**src/coffee_params.svh**
```systemverilog
`ifndef COFFEE_PARAMS_SVH
`define COFFEE_PARAMS_SVH

// ====================
// Brew timing
// ====================

// Clock cycles per brew second, kept small for short simulations
`define COFFEE_TICKS_PER_SEC 8

// Seconds an ingredient error stays on the display after a refused start
`define COFFEE_ING_HOLD_SECS 2

// ====================
// Recipe table
// ====================

// Five drink types times three sizes
`define COFFEE_RECIPES 15

`endif

```
**src/recipes.hex**
```
// One recipe word per line, row = drink type * 3 + size
// Bits 17 load filter, 16:13 pour, 12:9 hot water, 8:5 grinder, 4:1 cocoa, 0 add creamer
22020
24220
26240
22221
24241
24441
22023
24223
24225
00202
00405
00607
00000
00400
00800

```
**src/coffee_pkg.sv**
```systemverilog
package coffee_pkg;

    // One entry of the recipe table, times are in brew seconds
    typedef struct packed {
        logic       load_filter;
        logic [3:0] pour_time;
        logic [3:0] hot_water_time;
        logic [3:0] grinder_time;
        logic [3:0] cocoa_time;
        logic       add_creamer;
    } recipe_t;

    typedef struct packed {
        logic       flavor;
        logic [2:0] drink_type;
        logic [1:0] size;
    } selection_t;

    typedef enum logic [1:0] {
        ST_SELECT = 2'd0,
        ST_WAIT   = 2'd1,
        ST_BREW   = 2'd2
    } sys_state_t;

    // Brew phases in the order they run
    typedef enum logic [2:0] {
        PH_PAPER = 3'd0,
        PH_GRIND = 3'd1,
        PH_COCOA = 3'd2,
        PH_POUR  = 3'd3,
        PH_WATER = 3'd4,
        PH_DONE  = 3'd5
    } phase_t;

    typedef logic [15:0] err_mask_t;

    // Error mask bit numbers
    localparam int ERR_PAPER_NOT_INST = 0;
    localparam int ERR_PAPER_EMPTY    = 1;
    localparam int ERR_NO_COFFEE0     = 2;
    localparam int ERR_NO_COFFEE1     = 3;
    localparam int ERR_NO_CREAMER     = 4;
    localparam int ERR_NO_CHOC        = 5;
    localparam int ERR_PRESS_FAULT    = 6;
    localparam int ERR_PRESS_HIGH     = 7;
    localparam int ERR_STATUS_BAD     = 8;

    typedef struct packed {
        logic [1:0] paper_level;
        logic       bin0_empty;
        logic       bin1_empty;
        logic       creamer_empty;
        logic       choc_empty;
        logic [1:0] pressure;
        logic       temp_ready;
        logic       status;
    } sensors_t;

    typedef struct packed {
        logic heat;
        logic pourover;
        logic water;
        logic grinder0;
        logic grinder1;
        logic paper;
        logic cocoa;
        logic creamer;
    } actuators_t;

    // Raw button levels and single-cycle press pulses
    typedef struct packed {
        logic flavor;
        logic drink_type;
        logic size;
        logic start;
    } buttons_t;

endpackage

```
**src/button_edges.sv**
```systemverilog
`timescale 1ns/10ps

module button_edges
    import coffee_pkg::*;
(
    input  logic     clk,
    input  logic     rst,
    input  buttons_t buttons,
    output buttons_t presses
);

    buttons_t prev;
    logic     armed;

    // Previous sample of every button
    always_ff @(posedge clk or posedge rst) begin
        if (rst) begin
            prev  <= '0;
            armed <= 1'b0;
        end else begin
            prev  <= buttons;
            // One sample taken, edges are now meaningful
            armed <= 1'b1;
        end
    end

    // Rising edge of each button, suppressed until the first sample
    always_comb begin
        presses = buttons_t'(buttons & ~prev & {$bits(buttons_t){armed}});
    end

endmodule

```
**src/selection_ctrl.sv**
```systemverilog
`timescale 1ns/10ps
`include "coffee_params.svh"

module selection_ctrl
    import coffee_pkg::*;
(
    input  logic       clk,
    input  logic       rst,
    input  buttons_t   presses,
    input  logic       busy,
    output selection_t sel,
    output recipe_t    recipe
);

    logic [$bits(recipe_t)-1:0] recipe_rom [`COFFEE_RECIPES];
    logic [3:0]                 rom_idx;

    // ====================
    // Selection registers
    // ====================
    always_ff @(posedge clk or posedge rst) begin
        if (rst) begin
            sel <= '0;
        end else if (!busy) begin
            if (presses.flavor)
                sel.flavor <= ~sel.flavor;
            // Type wraps after 4, size wraps after 2
            if (presses.drink_type)
                sel.drink_type <= (sel.drink_type == 3'd4) ? 3'd0 : sel.drink_type + 3'd1;
            if (presses.size)
                sel.size <= (sel.size == 2'd2) ? 2'd0 : sel.size + 2'd1;
        end
    end

    // ====================
    // Recipe table
    // ====================
    initial begin
        $readmemh("/design/src/recipes.hex", recipe_rom);
    end

    // Row is type * 3 + size
    always_comb begin
        rom_idx = ({1'b0, sel.drink_type} * 4'd3) + {2'b00, sel.size};
        recipe  = recipe_t'(recipe_rom[rom_idx]);
    end

endmodule

```
**src/fault_monitor.sv**
```systemverilog
`timescale 1ns/10ps
`include "coffee_params.svh"

module fault_monitor
    import coffee_pkg::*;
(
    input  logic       clk,
    input  logic       rst,
    input  sensors_t   sensors,
    input  buttons_t   presses,
    input  selection_t sel,
    input  recipe_t    recipe,
    input  logic       busy,
    output logic       sys_fault,
    output logic       start_grant,
    output err_mask_t  err_mask
);

    localparam int TICK_W = $clog2(`COFFEE_TICKS_PER_SEC + 1);
    localparam int HOLD_W = $clog2(`COFFEE_ING_HOLD_SECS + 1);
    localparam logic [TICK_W-1:0] TICK_LAST = TICK_W'(`COFFEE_TICKS_PER_SEC - 1);

    err_mask_t         sys_mask;
    err_mask_t         ing_miss;
    err_mask_t         hold_mask;
    logic [TICK_W-1:0] tick_cnt;
    logic [HOLD_W-1:0] secs_left;
    logic              start_ok;
    logic              refused;
    logic              sel_press;

    // ====================
    // System faults
    // ====================
    always_comb begin
        sys_mask = '0;
        if (sensors.paper_level == 2'b00)
            sys_mask[ERR_PAPER_NOT_INST] = 1'b1;
        else if (sensors.paper_level == 2'b01)
            sys_mask[ERR_PAPER_EMPTY] = 1'b1;
        if (sensors.pressure == 2'b11)
            sys_mask[ERR_PRESS_FAULT] = 1'b1;
        else if (sensors.pressure == 2'b10)
            sys_mask[ERR_PRESS_HIGH] = 1'b1;
        sys_mask[ERR_STATUS_BAD] = ~sensors.status;
    end

    // Ingredients the live recipe needs but cannot get
    always_comb begin
        ing_miss = '0;
        if (recipe.grinder_time != 4'd0) begin
            ing_miss[ERR_NO_COFFEE0] = ~sel.flavor & sensors.bin0_empty;
            ing_miss[ERR_NO_COFFEE1] = sel.flavor & sensors.bin1_empty;
        end
        ing_miss[ERR_NO_CHOC]    = (recipe.cocoa_time != 4'd0) & sensors.choc_empty;
        ing_miss[ERR_NO_CREAMER] = recipe.add_creamer & sensors.creamer_empty;
    end

    assign sys_fault   = |sys_mask;
    assign start_ok    = presses.start & ~busy & ~sys_fault;
    assign start_grant = start_ok & (ing_miss == '0);
    assign refused     = start_ok & (ing_miss != '0);
    assign sel_press   = presses.flavor | presses.drink_type | presses.size;

    // ====================
    // Ingredient error hold
    // ====================
    always_ff @(posedge clk or posedge rst) begin
        if (rst) begin
            hold_mask <= '0;
            tick_cnt  <= '0;
            secs_left <= '0;
        end else if (sys_fault || busy) begin
            hold_mask <= '0;
            tick_cnt  <= '0;
            secs_left <= '0;
        end else if (refused) begin
            hold_mask <= ing_miss;
            tick_cnt  <= '0;
            secs_left <= HOLD_W'(`COFFEE_ING_HOLD_SECS);
        end else if (sel_press) begin
            // New selection makes the old complaint stale
            hold_mask <= '0;
            tick_cnt  <= '0;
            secs_left <= '0;
        end else if (hold_mask != '0) begin
            if (tick_cnt == TICK_LAST) begin
                tick_cnt <= '0;
                if (secs_left <= HOLD_W'(1)) begin
                    hold_mask <= '0;
                    secs_left <= '0;
                end else begin
                    secs_left <= secs_left - 1'b1;
                end
            end else begin
                tick_cnt <= tick_cnt + 1'b1;
            end
        end
    end

    assign err_mask = sys_mask | hold_mask;

endmodule

```
**src/brew_sequencer.sv**
```systemverilog
`timescale 1ns/10ps
`include "coffee_params.svh"

module brew_sequencer
    import coffee_pkg::*;
(
    input  logic       clk,
    input  logic       rst,
    input  logic       start_grant,
    input  logic       sys_fault,
    input  logic       water_hot,
    input  selection_t sel,
    input  recipe_t    recipe,
    output sys_state_t state,
    output logic       busy,
    output phase_t     phase,
    output selection_t shown,
    output actuators_t act
);

    localparam int TICK_W = $clog2(`COFFEE_TICKS_PER_SEC + 1);
    localparam logic [TICK_W-1:0] TICK_LAST = TICK_W'(`COFFEE_TICKS_PER_SEC - 1);

    recipe_t           recipe_lat;
    selection_t        sel_lat;
    logic [TICK_W-1:0] tick_cnt;
    logic [3:0]        sec_left;
    phase_t            first_p;
    phase_t            next_p;

    // ====================
    // Phase helpers
    // ====================
    function automatic logic [3:0] phase_dur(input phase_t p, input recipe_t r);
        case (p)
            PH_PAPER: return r.load_filter ? 4'd1 : 4'd0;
            PH_GRIND: return r.grinder_time;
            PH_COCOA: return r.cocoa_time;
            PH_POUR:  return r.pour_time;
            PH_WATER: return r.hot_water_time;
            default:  return 4'd0;
        endcase
    endfunction

    function automatic phase_t step_phase(input phase_t p);
        case (p)
            PH_PAPER: return PH_GRIND;
            PH_GRIND: return PH_COCOA;
            PH_COCOA: return PH_POUR;
            PH_POUR:  return PH_WATER;
            default:  return PH_DONE;
        endcase
    endfunction

    // First phase at or after p that has a nonzero duration
    function automatic phase_t first_active(input phase_t p, input recipe_t r);
        phase_t q;
        q = p;
        for (int k = 0; k < 5; k++) begin
            if (q != PH_DONE && phase_dur(q, r) == 4'd0)
                q = step_phase(q);
        end
        return q;
    endfunction

    always_comb begin
        first_p = first_active(PH_PAPER, recipe_lat);
        next_p  = first_active(step_phase(phase), recipe_lat);
    end

    // Recipe and selection captured on a granted start
    always_ff @(posedge clk) begin
        if (start_grant) begin
            recipe_lat <= recipe;
            sel_lat    <= sel;
        end
    end

    // ====================
    // State machine
    // ====================
    always_ff @(posedge clk or posedge rst) begin
        if (rst) begin
            state    <= ST_SELECT;
            phase    <= PH_PAPER;
            tick_cnt <= '0;
            sec_left <= 4'd0;
        end else if (sys_fault) begin
            state    <= ST_SELECT;
            phase    <= PH_PAPER;
            tick_cnt <= '0;
            sec_left <= 4'd0;
        end else begin
            case (state)
                ST_SELECT: begin
                    if (start_grant)
                        state <= ST_WAIT;
                end
                ST_WAIT: begin
                    if (water_hot) begin
                        state    <= ST_BREW;
                        phase    <= first_p;
                        sec_left <= phase_dur(first_p, recipe_lat);
                        tick_cnt <= '0;
                    end
                end
                ST_BREW: begin
                    if (phase == PH_DONE) begin
                        state <= ST_SELECT;
                        phase <= PH_PAPER;
                    end else if (tick_cnt == TICK_LAST) begin
                        tick_cnt <= '0;
                        // Last second of this phase ends, move on
                        if (sec_left <= 4'd1) begin
                            phase    <= next_p;
                            sec_left <= phase_dur(next_p, recipe_lat);
                        end else begin
                            sec_left <= sec_left - 4'd1;
                        end
                    end else begin
                        tick_cnt <= tick_cnt + 1'b1;
                    end
                end
                default: state <= ST_SELECT;
            endcase
        end
    end

    assign busy  = (state != ST_SELECT);
    assign shown = busy ? sel_lat : sel;

    // ====================
    // Actuator enables
    // ====================
    always_comb begin
        act = '0;
        if (!sys_fault) begin
            act.heat = busy & ~water_hot;
            if (state == ST_BREW) begin
                if (sec_left != 4'd0) begin
                    case (phase)
                        PH_PAPER: act.paper = 1'b1;
                        PH_GRIND: begin
                            act.grinder0 = ~sel_lat.flavor;
                            act.grinder1 = sel_lat.flavor;
                        end
                        PH_COCOA: act.cocoa = 1'b1;
                        PH_POUR:  act.pourover = 1'b1;
                        PH_WATER: act.water = 1'b1;
                        default:  act.paper = 1'b0;
                    endcase
                end
                act.creamer = recipe_lat.add_creamer;
            end
        end
    end

endmodule

```
**src/coffee_machine.sv**
```systemverilog
`timescale 1ns/10ps

module coffee_machine
    import coffee_pkg::*;
(
    input  logic       clk,
    input  logic       rst,
    input  buttons_t   buttons,
    input  sensors_t   sensors,
    output selection_t shown,
    output sys_state_t state,
    output phase_t     phase,
    output actuators_t act,
    output err_mask_t  err_mask
);

    buttons_t   presses;
    selection_t sel;
    recipe_t    recipe;
    logic       sys_fault;
    logic       start_grant;
    logic       busy;

    button_edges u_edges (
        .clk     (clk),
        .rst     (rst),
        .buttons (buttons),
        .presses (presses)
    );

    selection_ctrl u_select (
        .clk     (clk),
        .rst     (rst),
        .presses (presses),
        .busy    (busy),
        .sel     (sel),
        .recipe  (recipe)
    );

    fault_monitor u_faults (
        .clk         (clk),
        .rst         (rst),
        .sensors     (sensors),
        .presses     (presses),
        .sel         (sel),
        .recipe      (recipe),
        .busy        (busy),
        .sys_fault   (sys_fault),
        .start_grant (start_grant),
        .err_mask    (err_mask)
    );

    brew_sequencer u_brew (
        .clk         (clk),
        .rst         (rst),
        .start_grant (start_grant),
        .sys_fault   (sys_fault),
        .water_hot   (sensors.temp_ready),
        .sel         (sel),
        .recipe      (recipe),
        .state       (state),
        .busy        (busy),
        .phase       (phase),
        .shown       (shown),
        .act         (act)
    );

endmodule

```
**config.mk**
```make
export PLATFORM = sky130hd
export DESIGN_NAME = coffee_machine
export DESIGN_NICKNAME = d
export VERILOG_FILES = /design/src/coffee_pkg.sv /design/src/button_edges.sv /design/src/selection_ctrl.sv /design/src/fault_monitor.sv /design/src/brew_sequencer.sv /design/src/coffee_machine.sv
export VERILOG_INCLUDE_DIRS = /design/src
export SDC_FILE = /design/constraint.sdc
export NUM_CORES = 1
export LEC_CHECK = 0
export ABC_AREA = 1
export BUFFER_PORTS_ARGS = -buffer_cell sky130_fd_sc_hd__buf_2
export CORE_ASPECT_RATIO = 1.75
export CORE_MARGIN = 4
export CORE_UTILIZATION = 50
export DETAILED_ROUTE_END_ITERATION = 10
export PLACE_DENSITY = 0.9
export SLEW_MARGIN = 40
export SYNTH_ARGS = -nofsm -noshare
export SYNTH_HDL_FRONTEND = slang
export SYNTH_SLANG_ARGS = --single-unit
```
**constraint.sdc**
```tcl
create_clock -name clk -period 1.7 [get_ports clk]
set_input_delay 0.34 -clock clk [delete_from_list [all_inputs] [get_ports clk]]
set_output_delay 0.34 -clock clk [all_outputs]
set_load 0.02 [all_outputs]
```
**Word level (Yosys, flattened, before mapping)**

Cells that the tools add are included.

- Logic and storage cells: 271
- Register bits: 70

- $add $sub $neg: 6
- Bitwise logic cells: 21
- Equality and inequality tests: 74
- Magnitude comparators: 2
- Reductions and logical operators: 55
- Muxes and demuxes: 89

Operators by type and width:

| cell | count |
|---|---|
| $pmux W4 S5 | 11 |
| $pmux W3 S4 | 10 |
| $mux W16 | 6 |
| $eq A3 B2 Y1 const B | 24 |
| $mux W4 | 14 |
| $mux W3 | 15 |
| $eq A3 B3 Y1 const B | 14 |
| $logic_not A4 Y1 | 10 |
| $eq A3 B1 Y1 const B | 12 |
| $logic_not A3 Y1 | 12 |
| $reduce_bool A16 Y1 | 2 |
| $ne A3 B3 Y1 const B | 9 |
| $mux W2 | 13 |
| $logic_not A16 Y1 | 1 |
| $or A9 B16 Y16 | 1 |
| $pmux W4 S2 | 2 |
| $reduce_bool A4 Y1 | 4 |
| $mux W1 | 12 |
| $mux W6 | 2 |
| $logic_and A1 B1 Y1 | 9 |
| $ne A3 B2 Y1 const B | 3 |
| $reduce_and A3 Y1 | 3 |
| $add A4 B1 Y4 const B | 2 |
| $and A1 B1 Y1 | 8 |
| 28 further kinds | 48 |

**Logic depth before layout (Yosys ltp)**

Gate-level depths: netlist (run 1).

- Depth in word-level cells: 34
- Mapped depth: 9
- Depth with buffers taken out: 9

**Modules after synthesis**

A second synthesis (run 1) with hierarchy kept.

- Cell total of the unflattened synthesis: 579
- Area total of the unflattened synthesis: 4272.8 sq um

By module, submodules not included:

| module | sequential area each (sq um) | area each (sq um) | cells each | instances |
|---|---|---|---|---|
| brew_sequencer | 1046.0 | 2879.0 | 400 | 1 |
| fault_monitor | 250.2 | 788.3 | 107 | 1 |
| selection_ctrl | 150.1 | 442.9 | 57 | 1 |
| button_edges | 125.1 | 162.7 | 15 | 1 |

**Worst setup path after synthesis (run 1)**

OpenSTA, ideal clock, no wires.

- Path kind: register to output
- Start: register u_brew.state[0]
- End: output act[1] in the netlist's numbering
- Data arrival time: 1615 ps
- Path slack: -255 ps
- Path buffers: 0
- Cell stages (with the launch flop): 5
- Path through: dfrtp_1 inv_1 ha_1 inv_2 nor4_1

RTL lines:

| what | RTL line | RTL |
|---|---|---|
| from (decl) | brew_sequencer.sv:14 | `output sys_state_t state,` |
| from (signal assigned) | brew_sequencer.sv:84 | `state <= ST_SELECT;` |
| from (signal assigned) | brew_sequencer.sv:89 | `state <= ST_SELECT;` |
| from (signal assigned) | brew_sequencer.sv:97 | `state <= ST_WAIT;` |
| to (decl) | coffee_machine.sv:13 | `output actuators_t act,` |

==> results.tsv, run 1 <==
stage	metric	value	unit
status	status	finished, violations left	
status	violations	negative setup slack	
detailed_routing	drc	0	
final_layout	postLayoutCellArea	0.00217	mm2
detailed_routing	wl_per_cell	11.5	um
clock_tree	clk_pin_slew	0.06	ns
worst_setup_path	cp.required	1.36	ns
placed_design	place_hpwl	2520	um
sta	setup_viol	2	
worst_setup_path	r2r-end	u_brew.tick_cnt[3]	
clock_tree	clkLatencyLatePin	0.29	ns
final_layout	areaGrowthSynthToFinish	25.0	%
sta	fin_hold_ws	0.0886	ns
worst_setup_path	reg2reg_depth	9	
synthesis	synth_edf_count	6	
clock_tree	cts_max_path_buffers	2	
sta	clock_skew	0.00863	ns
floorplanning	die_area	0.00452	mm2
floorplanning	die_x	52.6	um
final_layout	drive_gt1_frac	0.333	
synthesis	synthArstFlopShare	0.793	
synthesis	yosys-top-cells-area	dfrtp_1 33%, nand2_1 11%, edfxtp_1 10%, buf_4 7.3%, ha_1 7.2%	
synthesis	synth_area	0.00174	mm2
sta	hold_viol_final	0	
global_route	first_global_vias	1397	
detailed_routing	met2WireLength	1950	um
synthesis	ys_seq_elements	29	
detailed_routing	viasPerCell	4.73	
worst_setup_path	critPathCaptureType	output port	
sta	fmax	585	MHz
worst_setup_path	setup.worst_path.class	flop to output port	
detailed_routing	wl_met1	1150	um
power	power	1.86	mW
power	clockPowerShare	0.287	
clock_tree	ctsHoldBuffers	0	
synthesis	synth_ff_type	dfrtp_1	
floorplanning	num_io_pins	51	
worst_setup_path	path_max_fanout	5	
sta	fin_crit	1.71	ns
sta	rsz0062_at_grt	true	
floorplanning	start_util	0.516	
detailed_routing	totalWireLength	3410	um
sta	finalWorstSetupSlack	-0.0101	ns
global_route	grt_max_degree	24	
job	drv_cap	0	
worst_setup_path	reg2reg_setup_slack	0.15	ns
synthesis	synthDistinctLibCells	32	
synthesis	seq_area_frac_synth	0.435	
worst_setup_path	crit_path_max_incr_delay	0.39	ns
placed_design	placed_cell_area	0.00193	mm2
worst_setup_path	crit_top_cell	nand2_1	
detailed_routing	dr_wl_met3	191	um
synthesis	synthTopCellsByCount	50 x nand2_1, 23 x dfrtp_1, 21 x inv_1	
sta	maxSlewViolCount	0	
final_layout	antenna_cells	0	
power	pwr-share-comb	0.251	
detailed_routing	first_pass_iters	4	
global_route	grt_pass1_wl	5810	um
worst_setup_path	critPathBufInv	3	
detailed_routing	drt-initial-drc-count	17	
power	peakVddDrop	0.679	mV
final_layout	final_core_util	0.645	
clock_tree	cts_tree	yes	
sta	tns	-0.0165	ns
power	netSwitchingFraction	0.323	
synthesis	synth_cells	203	
detailed_routing	dr.max_layer_used	met4	
final_layout	layout.nets	277	
detailed_routing	ant_nets	0	
power	leakage	1.10	nW
clock_tree	numCtsBuffers	5	
floorplanning	fp-row-count	28	
global_route	antenna_found_initial	0	
placed_design	place.gp.congestion	0.803	
synthesis	ys_warn_count	0	
min_path	hold_class	input port to async pin	
worst_setup_path	critical_path_arrival	1.37	ns
synthesis	yosys.area.top_type	dfrtp_1	
floorplanning	die_height	86.0	um
sta	period_share	1.01	
synthesis	syn_area_per_cell	8.56	um2
power	power.density	857	mW/mm2
clock_tree	htree_levels	2	
worst_setup_path	cp_slowest_cell	dfrtp_1	
global_route	overflow	0	
power	power_switching	0.601	mW
worst_setup_path	worstReg2RegStart	u_brew.state[1]	
synthesis	synth_top_area_share	0.331	
worst_setup_path	crit_chain	inv_2 > ha_2 > buf_6 > nand2_1 > nand2_1 > buf_4	
power	seqPwrFrac	0.462	
global_route	grt.total_usage	0.174	
synthesis	synth.most_common_cell	nand2_1	
floorplanning	core	0.00336	mm2
detailed_routing	vias	1406	
power	p_int	1.26	mW
clock_tree	root_buffer	clkbuf_8	
clock_tree	cts_sinks	29	
placed_design	portBuffers	30	
worst_setup_path	start_kind	flop	
worst_setup_path	cp_top_family	flip-flops	
[cell usage in the layout (no fill, tap or decap), types with 4 or more instances in the layout]
| master | count |
|---|---|
| nand2_1 | 48 |
| nand3_1 | 11 |
| conb_1 | 17 |
| clkbuf_8 | 5 |
| inv_1 | 16 |
| inv_2 | 9 |
| nand2_2 | 4 |
| nor2_1 | 14 |
| a21oi_1 | 4 |
| buf_2 | 21 |
| edfxtp_1 | 6 |
| dfrtp_1 | 23 |
| ha_1 | 7 |
| buf_4 | 20 |
| o21ai_1 | 11 |
[sequential cells by signal, summed over array words and instances (netlist names)]
name and cells:
u_brew.sel_lat 6, u_select.sel 6, u_brew.sec_left 4, u_brew.tick_cnt 4, u_edges.prev 4, u_brew.phase 2
u_brew.state 2, u_edges.armed 1
[how the worst max path moves through the flow]
stage                             startpoint        to  slack, ns  cells past startpoint
final                        u_brew.state[0]  shown[4]      -0.01                      6
after global routing         u_brew.state[1]  shown[2]      -0.09                      6
after CTS                 u_brew.sec_left[1]    act[1]      -0.04                      6
after detailed placement     u_brew.state[0]    act[1]       0.04                      5
after global placement       u_brew.state[0]    act[2]       0.06                      5
after floorplan              u_brew.state[1]  shown[0]      -0.04                      5
[power groups by stage]
stage | Clock [mW] | Sequential [mW] | Combinational, mW
floorplan | 0 | 0.855 | 0.335
global placement | 0 | 0.864 | 0.416
detailed placement | 0 | 0.871 | 0.430
CTS | 0.551 | 0.858 | 0.457
global route | 0.591 | 0.871 | 0.517
finish | 0.535 | 0.859 | 0.467
[per-stage QoR]
stage | instances | setup WS, ns
after global routing | 297 | -0.0910
after floorplan | 218 | -0.0392
after CTS | 295 | -0.0399
after detailed placement | 281 | 0.0412
after global placement | 281 | 0.0597
final | 297 | -0.0101
[layer usage]
layer,track usage,vias up
li1,-,704
met1,0.158,648
met3,0.0504,12
met5,0,-
met2,0.325,42
met4,0.0953,0
[logic make-up (layout without fill, tap and decap cells)]
family | count (synthesis) | count (layout) | share of synthesized area
AND/OR/NAND/NOR | 94 | 94 | 0.274
buffers and inverters | 46 | 80 | 0.139
flip-flops | 29 | 29 | 0.435
AO/OA/AOI/OAI | 20 | 20 | 0.0656
adder cells (fa/ha/maj) | 10 | 10 | 0.0720
other | 2 | 17 | 0.00432
XOR/XNOR | 2 | 2 | 0.0101
[worst reg2reg max path: cells and delay by family, from the launching register on]
kind	cells	cell delay (ns)
adder cells (fa/ha/maj)	1	0.17
flip-flops	1	0.41
AND/OR/NAND/NOR	6	0.57
buffers and inverters	2	0.29
[repair_timing]
item,in CTS,in global routing
setup endpoints to repair,9,9
setup buffers,6,2
resized for setup,21,10
pin swaps,3,3
gates cloned,0,0
[area by class of cell]
type / count / area (um2)
fill: 272 / 1190
clock buffer: 6 / 72.6
multi-input combinational: 143 / 870
sequential: 29 / 756
timing repair buffer: 44 / 289
tap: 45 / 56.3
clock inverter: 2 / 10.0
inverter: 28 / 118
Note: power is estimated with default switching activity, not from simulation.
==> run 2, diff against run 1 <==
--- a/config.mk
+++ b/config.mk
@@ -10,9 +10,9 @@
 export BUFFER_PORTS_ARGS = -buffer_cell sky130_fd_sc_hd__buf_2
 export CORE_ASPECT_RATIO = 1.75
 export CORE_MARGIN = 4
-export CORE_UTILIZATION = 50
+export CORE_UTILIZATION = 35
 export DETAILED_ROUTE_END_ITERATION = 10
-export PLACE_DENSITY = 0.9
+export PLACE_DENSITY = 0.7
 export SLEW_MARGIN = 40
 export SYNTH_ARGS = -nofsm -noshare
 export SYNTH_HDL_FRONTEND = slang
==> run 2 against run 1 <==
  * The flow still finishes with violations (negative setup slack)
  * Critical path depth is 1 lower
  * Cell count is 2.0% higher
  * Count of clock-buffer cells in the layout is 1 lower
  * Worst setup slack worse by 0.0095 ns
  * Non-clock buffer count is 1 lower
  * Core utilization is 19 points lower
  * Sequential power hardly changed
  * Combinational power is 1% higher
  * Wire length is 1.1% higher
  * Critical path type unchanged
  * Clock skew is 0.0023 ns lower
  * Clock power is 2% higher
==> results.tsv, run 2 (same netlist as run 1, synthesis figures left out) <==
stage	metric	value	unit
worst_setup_path	worstReg2RegStart	u_brew.state[1]	
worst_setup_path	cp.required	1.36	ns
floorplanning	die_area	0.00620	mm2
worst_setup_path	reg2reg_setup_slack	0.12	ns
sta	period_share	1.01	
global_route	grt_pass1_wl	5720	um
detailed_routing	vias	1400	
clock_tree	ctsHoldBuffers	0	
clock_tree	clk_pin_slew	0.07	ns
clock_tree	cts_sinks	29	
power	leakage	1.10	nW
clock_tree	clkLatencyLatePin	0.28	ns
global_route	grt_max_degree	24	
worst_setup_path	path_max_fanout	5	
worst_setup_path	critPathCaptureType	output port	
sta	hold_viol_final	0	
final_layout	drive_gt1_frac	0.347	
placed_design	place_hpwl	2600	um
final_layout	areaGrowthSynthToFinish	25.9	%
final_layout	final_cell_mix	45 x nand2_1, 24 x buf_2, 23 x dfrtp_1, 17 x conb_1, 16 x inv_1	
power	peakVddDrop	0.707	mV
global_route	first_global_vias	1366	
worst_setup_path	startpoint	u_brew.state[1]	
detailed_routing	first_pass_iters	4	
job	drv_cap	0	
floorplanning	die_x	61.3	um
detailed_routing	drc	0	
final_layout	final_core_util	0.460	
sta	fin_crit	1.72	ns
sta	rsz0062_at_grt	true	
worst_setup_path	reg2reg_depth	9	
sta	fin_hold_ws	0.0946	ns
clock_tree	cts_tree	yes	
floorplanning	fp-row-count	33	
sta	setup_viol	1	
min_path	hold_class	input port to async pin	
final_layout	antenna_cells	0	
final_layout	layout.nets	276	
floorplanning	die_height	101	um
sta	finalWorstSetupSlack	-0.0196	ns
final_layout	largestRegisters	u_brew.sel_lat: 6 flops, u_select.sel: 6 flops	
final_layout	filler_cell_count	459	
sta	clock_skew	0.00632	ns
global_route	antenna_found_initial	0	
worst_setup_path	start_kind	flop	
clock_tree	numCtsBuffers	5	
clock_tree	htree_levels	2	
floorplanning	num_io_pins	51	
status	status	finished, violations left	
global_route	overflow	0	
worst_setup_path	crit_path_end	act[7]	
floorplanning	core	0.00475	mm2
detailed_routing	ant_nets	0	
global_route	grt.total_usage	0.121	
sta	maxSlewViolCount	0	
worst_setup_path	r2r-end	u_brew.tick_cnt[3]	
sta	fmax	582	MHz
placed_design	place.gp.congestion	0.777	
detailed_routing	drt-initial-drc-count	43	
power	power.density	860	mW/mm2
final_layout	layout_commonest_cell	nand2_1	
detailed_routing	totalWireLength	3450	um
detailed_routing	wl_per_cell	11.4	um
worst_setup_path	setup.worst_path.class	flop to output port	
clock_tree	cts_max_path_buffers	2	
floorplanning	start_util	0.366	
status	violations	negative setup slack	
detailed_routing	viasPerCell	4.62	
placed_design	portBuffers	30	
worst_setup_path	critical_path_arrival	1.38	ns
clock_tree	root_buffer	clkbuf_8	
## run 2: changes by cell type in the layout (fill, tap and decap cells not counted), sizes merged
cell | previous run | this run
clkbuf | 6 | 5
buf | 44 | 43
clkinvlp | 0 | 1
## run 2: timing repair
action | CTS | global route
buffers inserted | 6 | 2
resized for setup | 14 | 20
pin swaps | 2 | 4
endpoints found under the setup margin | 9 | 9
cloned | 0 | 0
## run 2: how the worst min path moves through the flow
stage	start	to	slack (ns)	depth (start not counted)
detailed placement	rst	u_edges.prev[1]	0.40	3
CTS	rst	u_select.sel[2]	0.1	3
global placement	rst	u_edges.prev[1]	0.40	3
floorplan	rst	u_brew.phase[0]	0.34	1
global route	rst	u_brew.tick_cnt[2]	0.11	3
finish	rst	u_brew.tick_cnt[2]	0.09	3
## run 2: layer usage
layer / up-vias / wire length (um) / global-route usage / share of wire
met4: 0 / 46 / 0.0618 / 0.013
li1: 702 / - / - / -
met1: 654 / 1320 / 0.130 / 0.38
met5: - / 0 / 0 / 0
met3: 4 / 189 / 0.0268 / 0.055
met2: 40 / 1890 / 0.213 / 0.55
## run 2: critical path: stages, from the launching register on
cell     delay, ns
dfrtp_1       0.39
inv_2         0.07
ha_4          0.18
buf_6         0.13
nor3_4        0.19
buf_6         0.14
## run 2: area by class of cell
class / count / area [um2] / share of cell area
repair buffers: 43 / 282 / 0.129
flip-flops and latches: 29 / 756 / 0.346
multi-input cells: 143 / 877 / 0.401
well taps: 52 / 65.1 / 0.0298
inverters: 28 / 120 / 0.0550
clock inverters: 3 / 17.5 / 0.00801
clock buffers: 5 / 68.8 / 0.0315
## run 2: power by group
part,internal (mW),switching [mW],total (mW)
clock,0.282,0.267,0.548
sequential,0.797,0.0618,0.859
combinational,0.180,0.293,0.473
## run 2: through the flow
step | instances | setup TNS (ns) | cell area, um2 | total power [mW] | worst slack, ns
after floorplan | 218 | -0.210 | 1810 | 1.19 | -0.0392
after global placement | 287 | 0 | 1930 | 1.28 | 0.0803
after detailed placement | 287 | 0 | 1930 | 1.30 | 0.0742
after CTS | 301 | -0.121 | 2090 | 1.87 | -0.0205
after global routing | 303 | -0.203 | 2190 | 1.99 | -0.0693
final | 303 | -0.0196 | 2190 | 1.88 | -0.0196
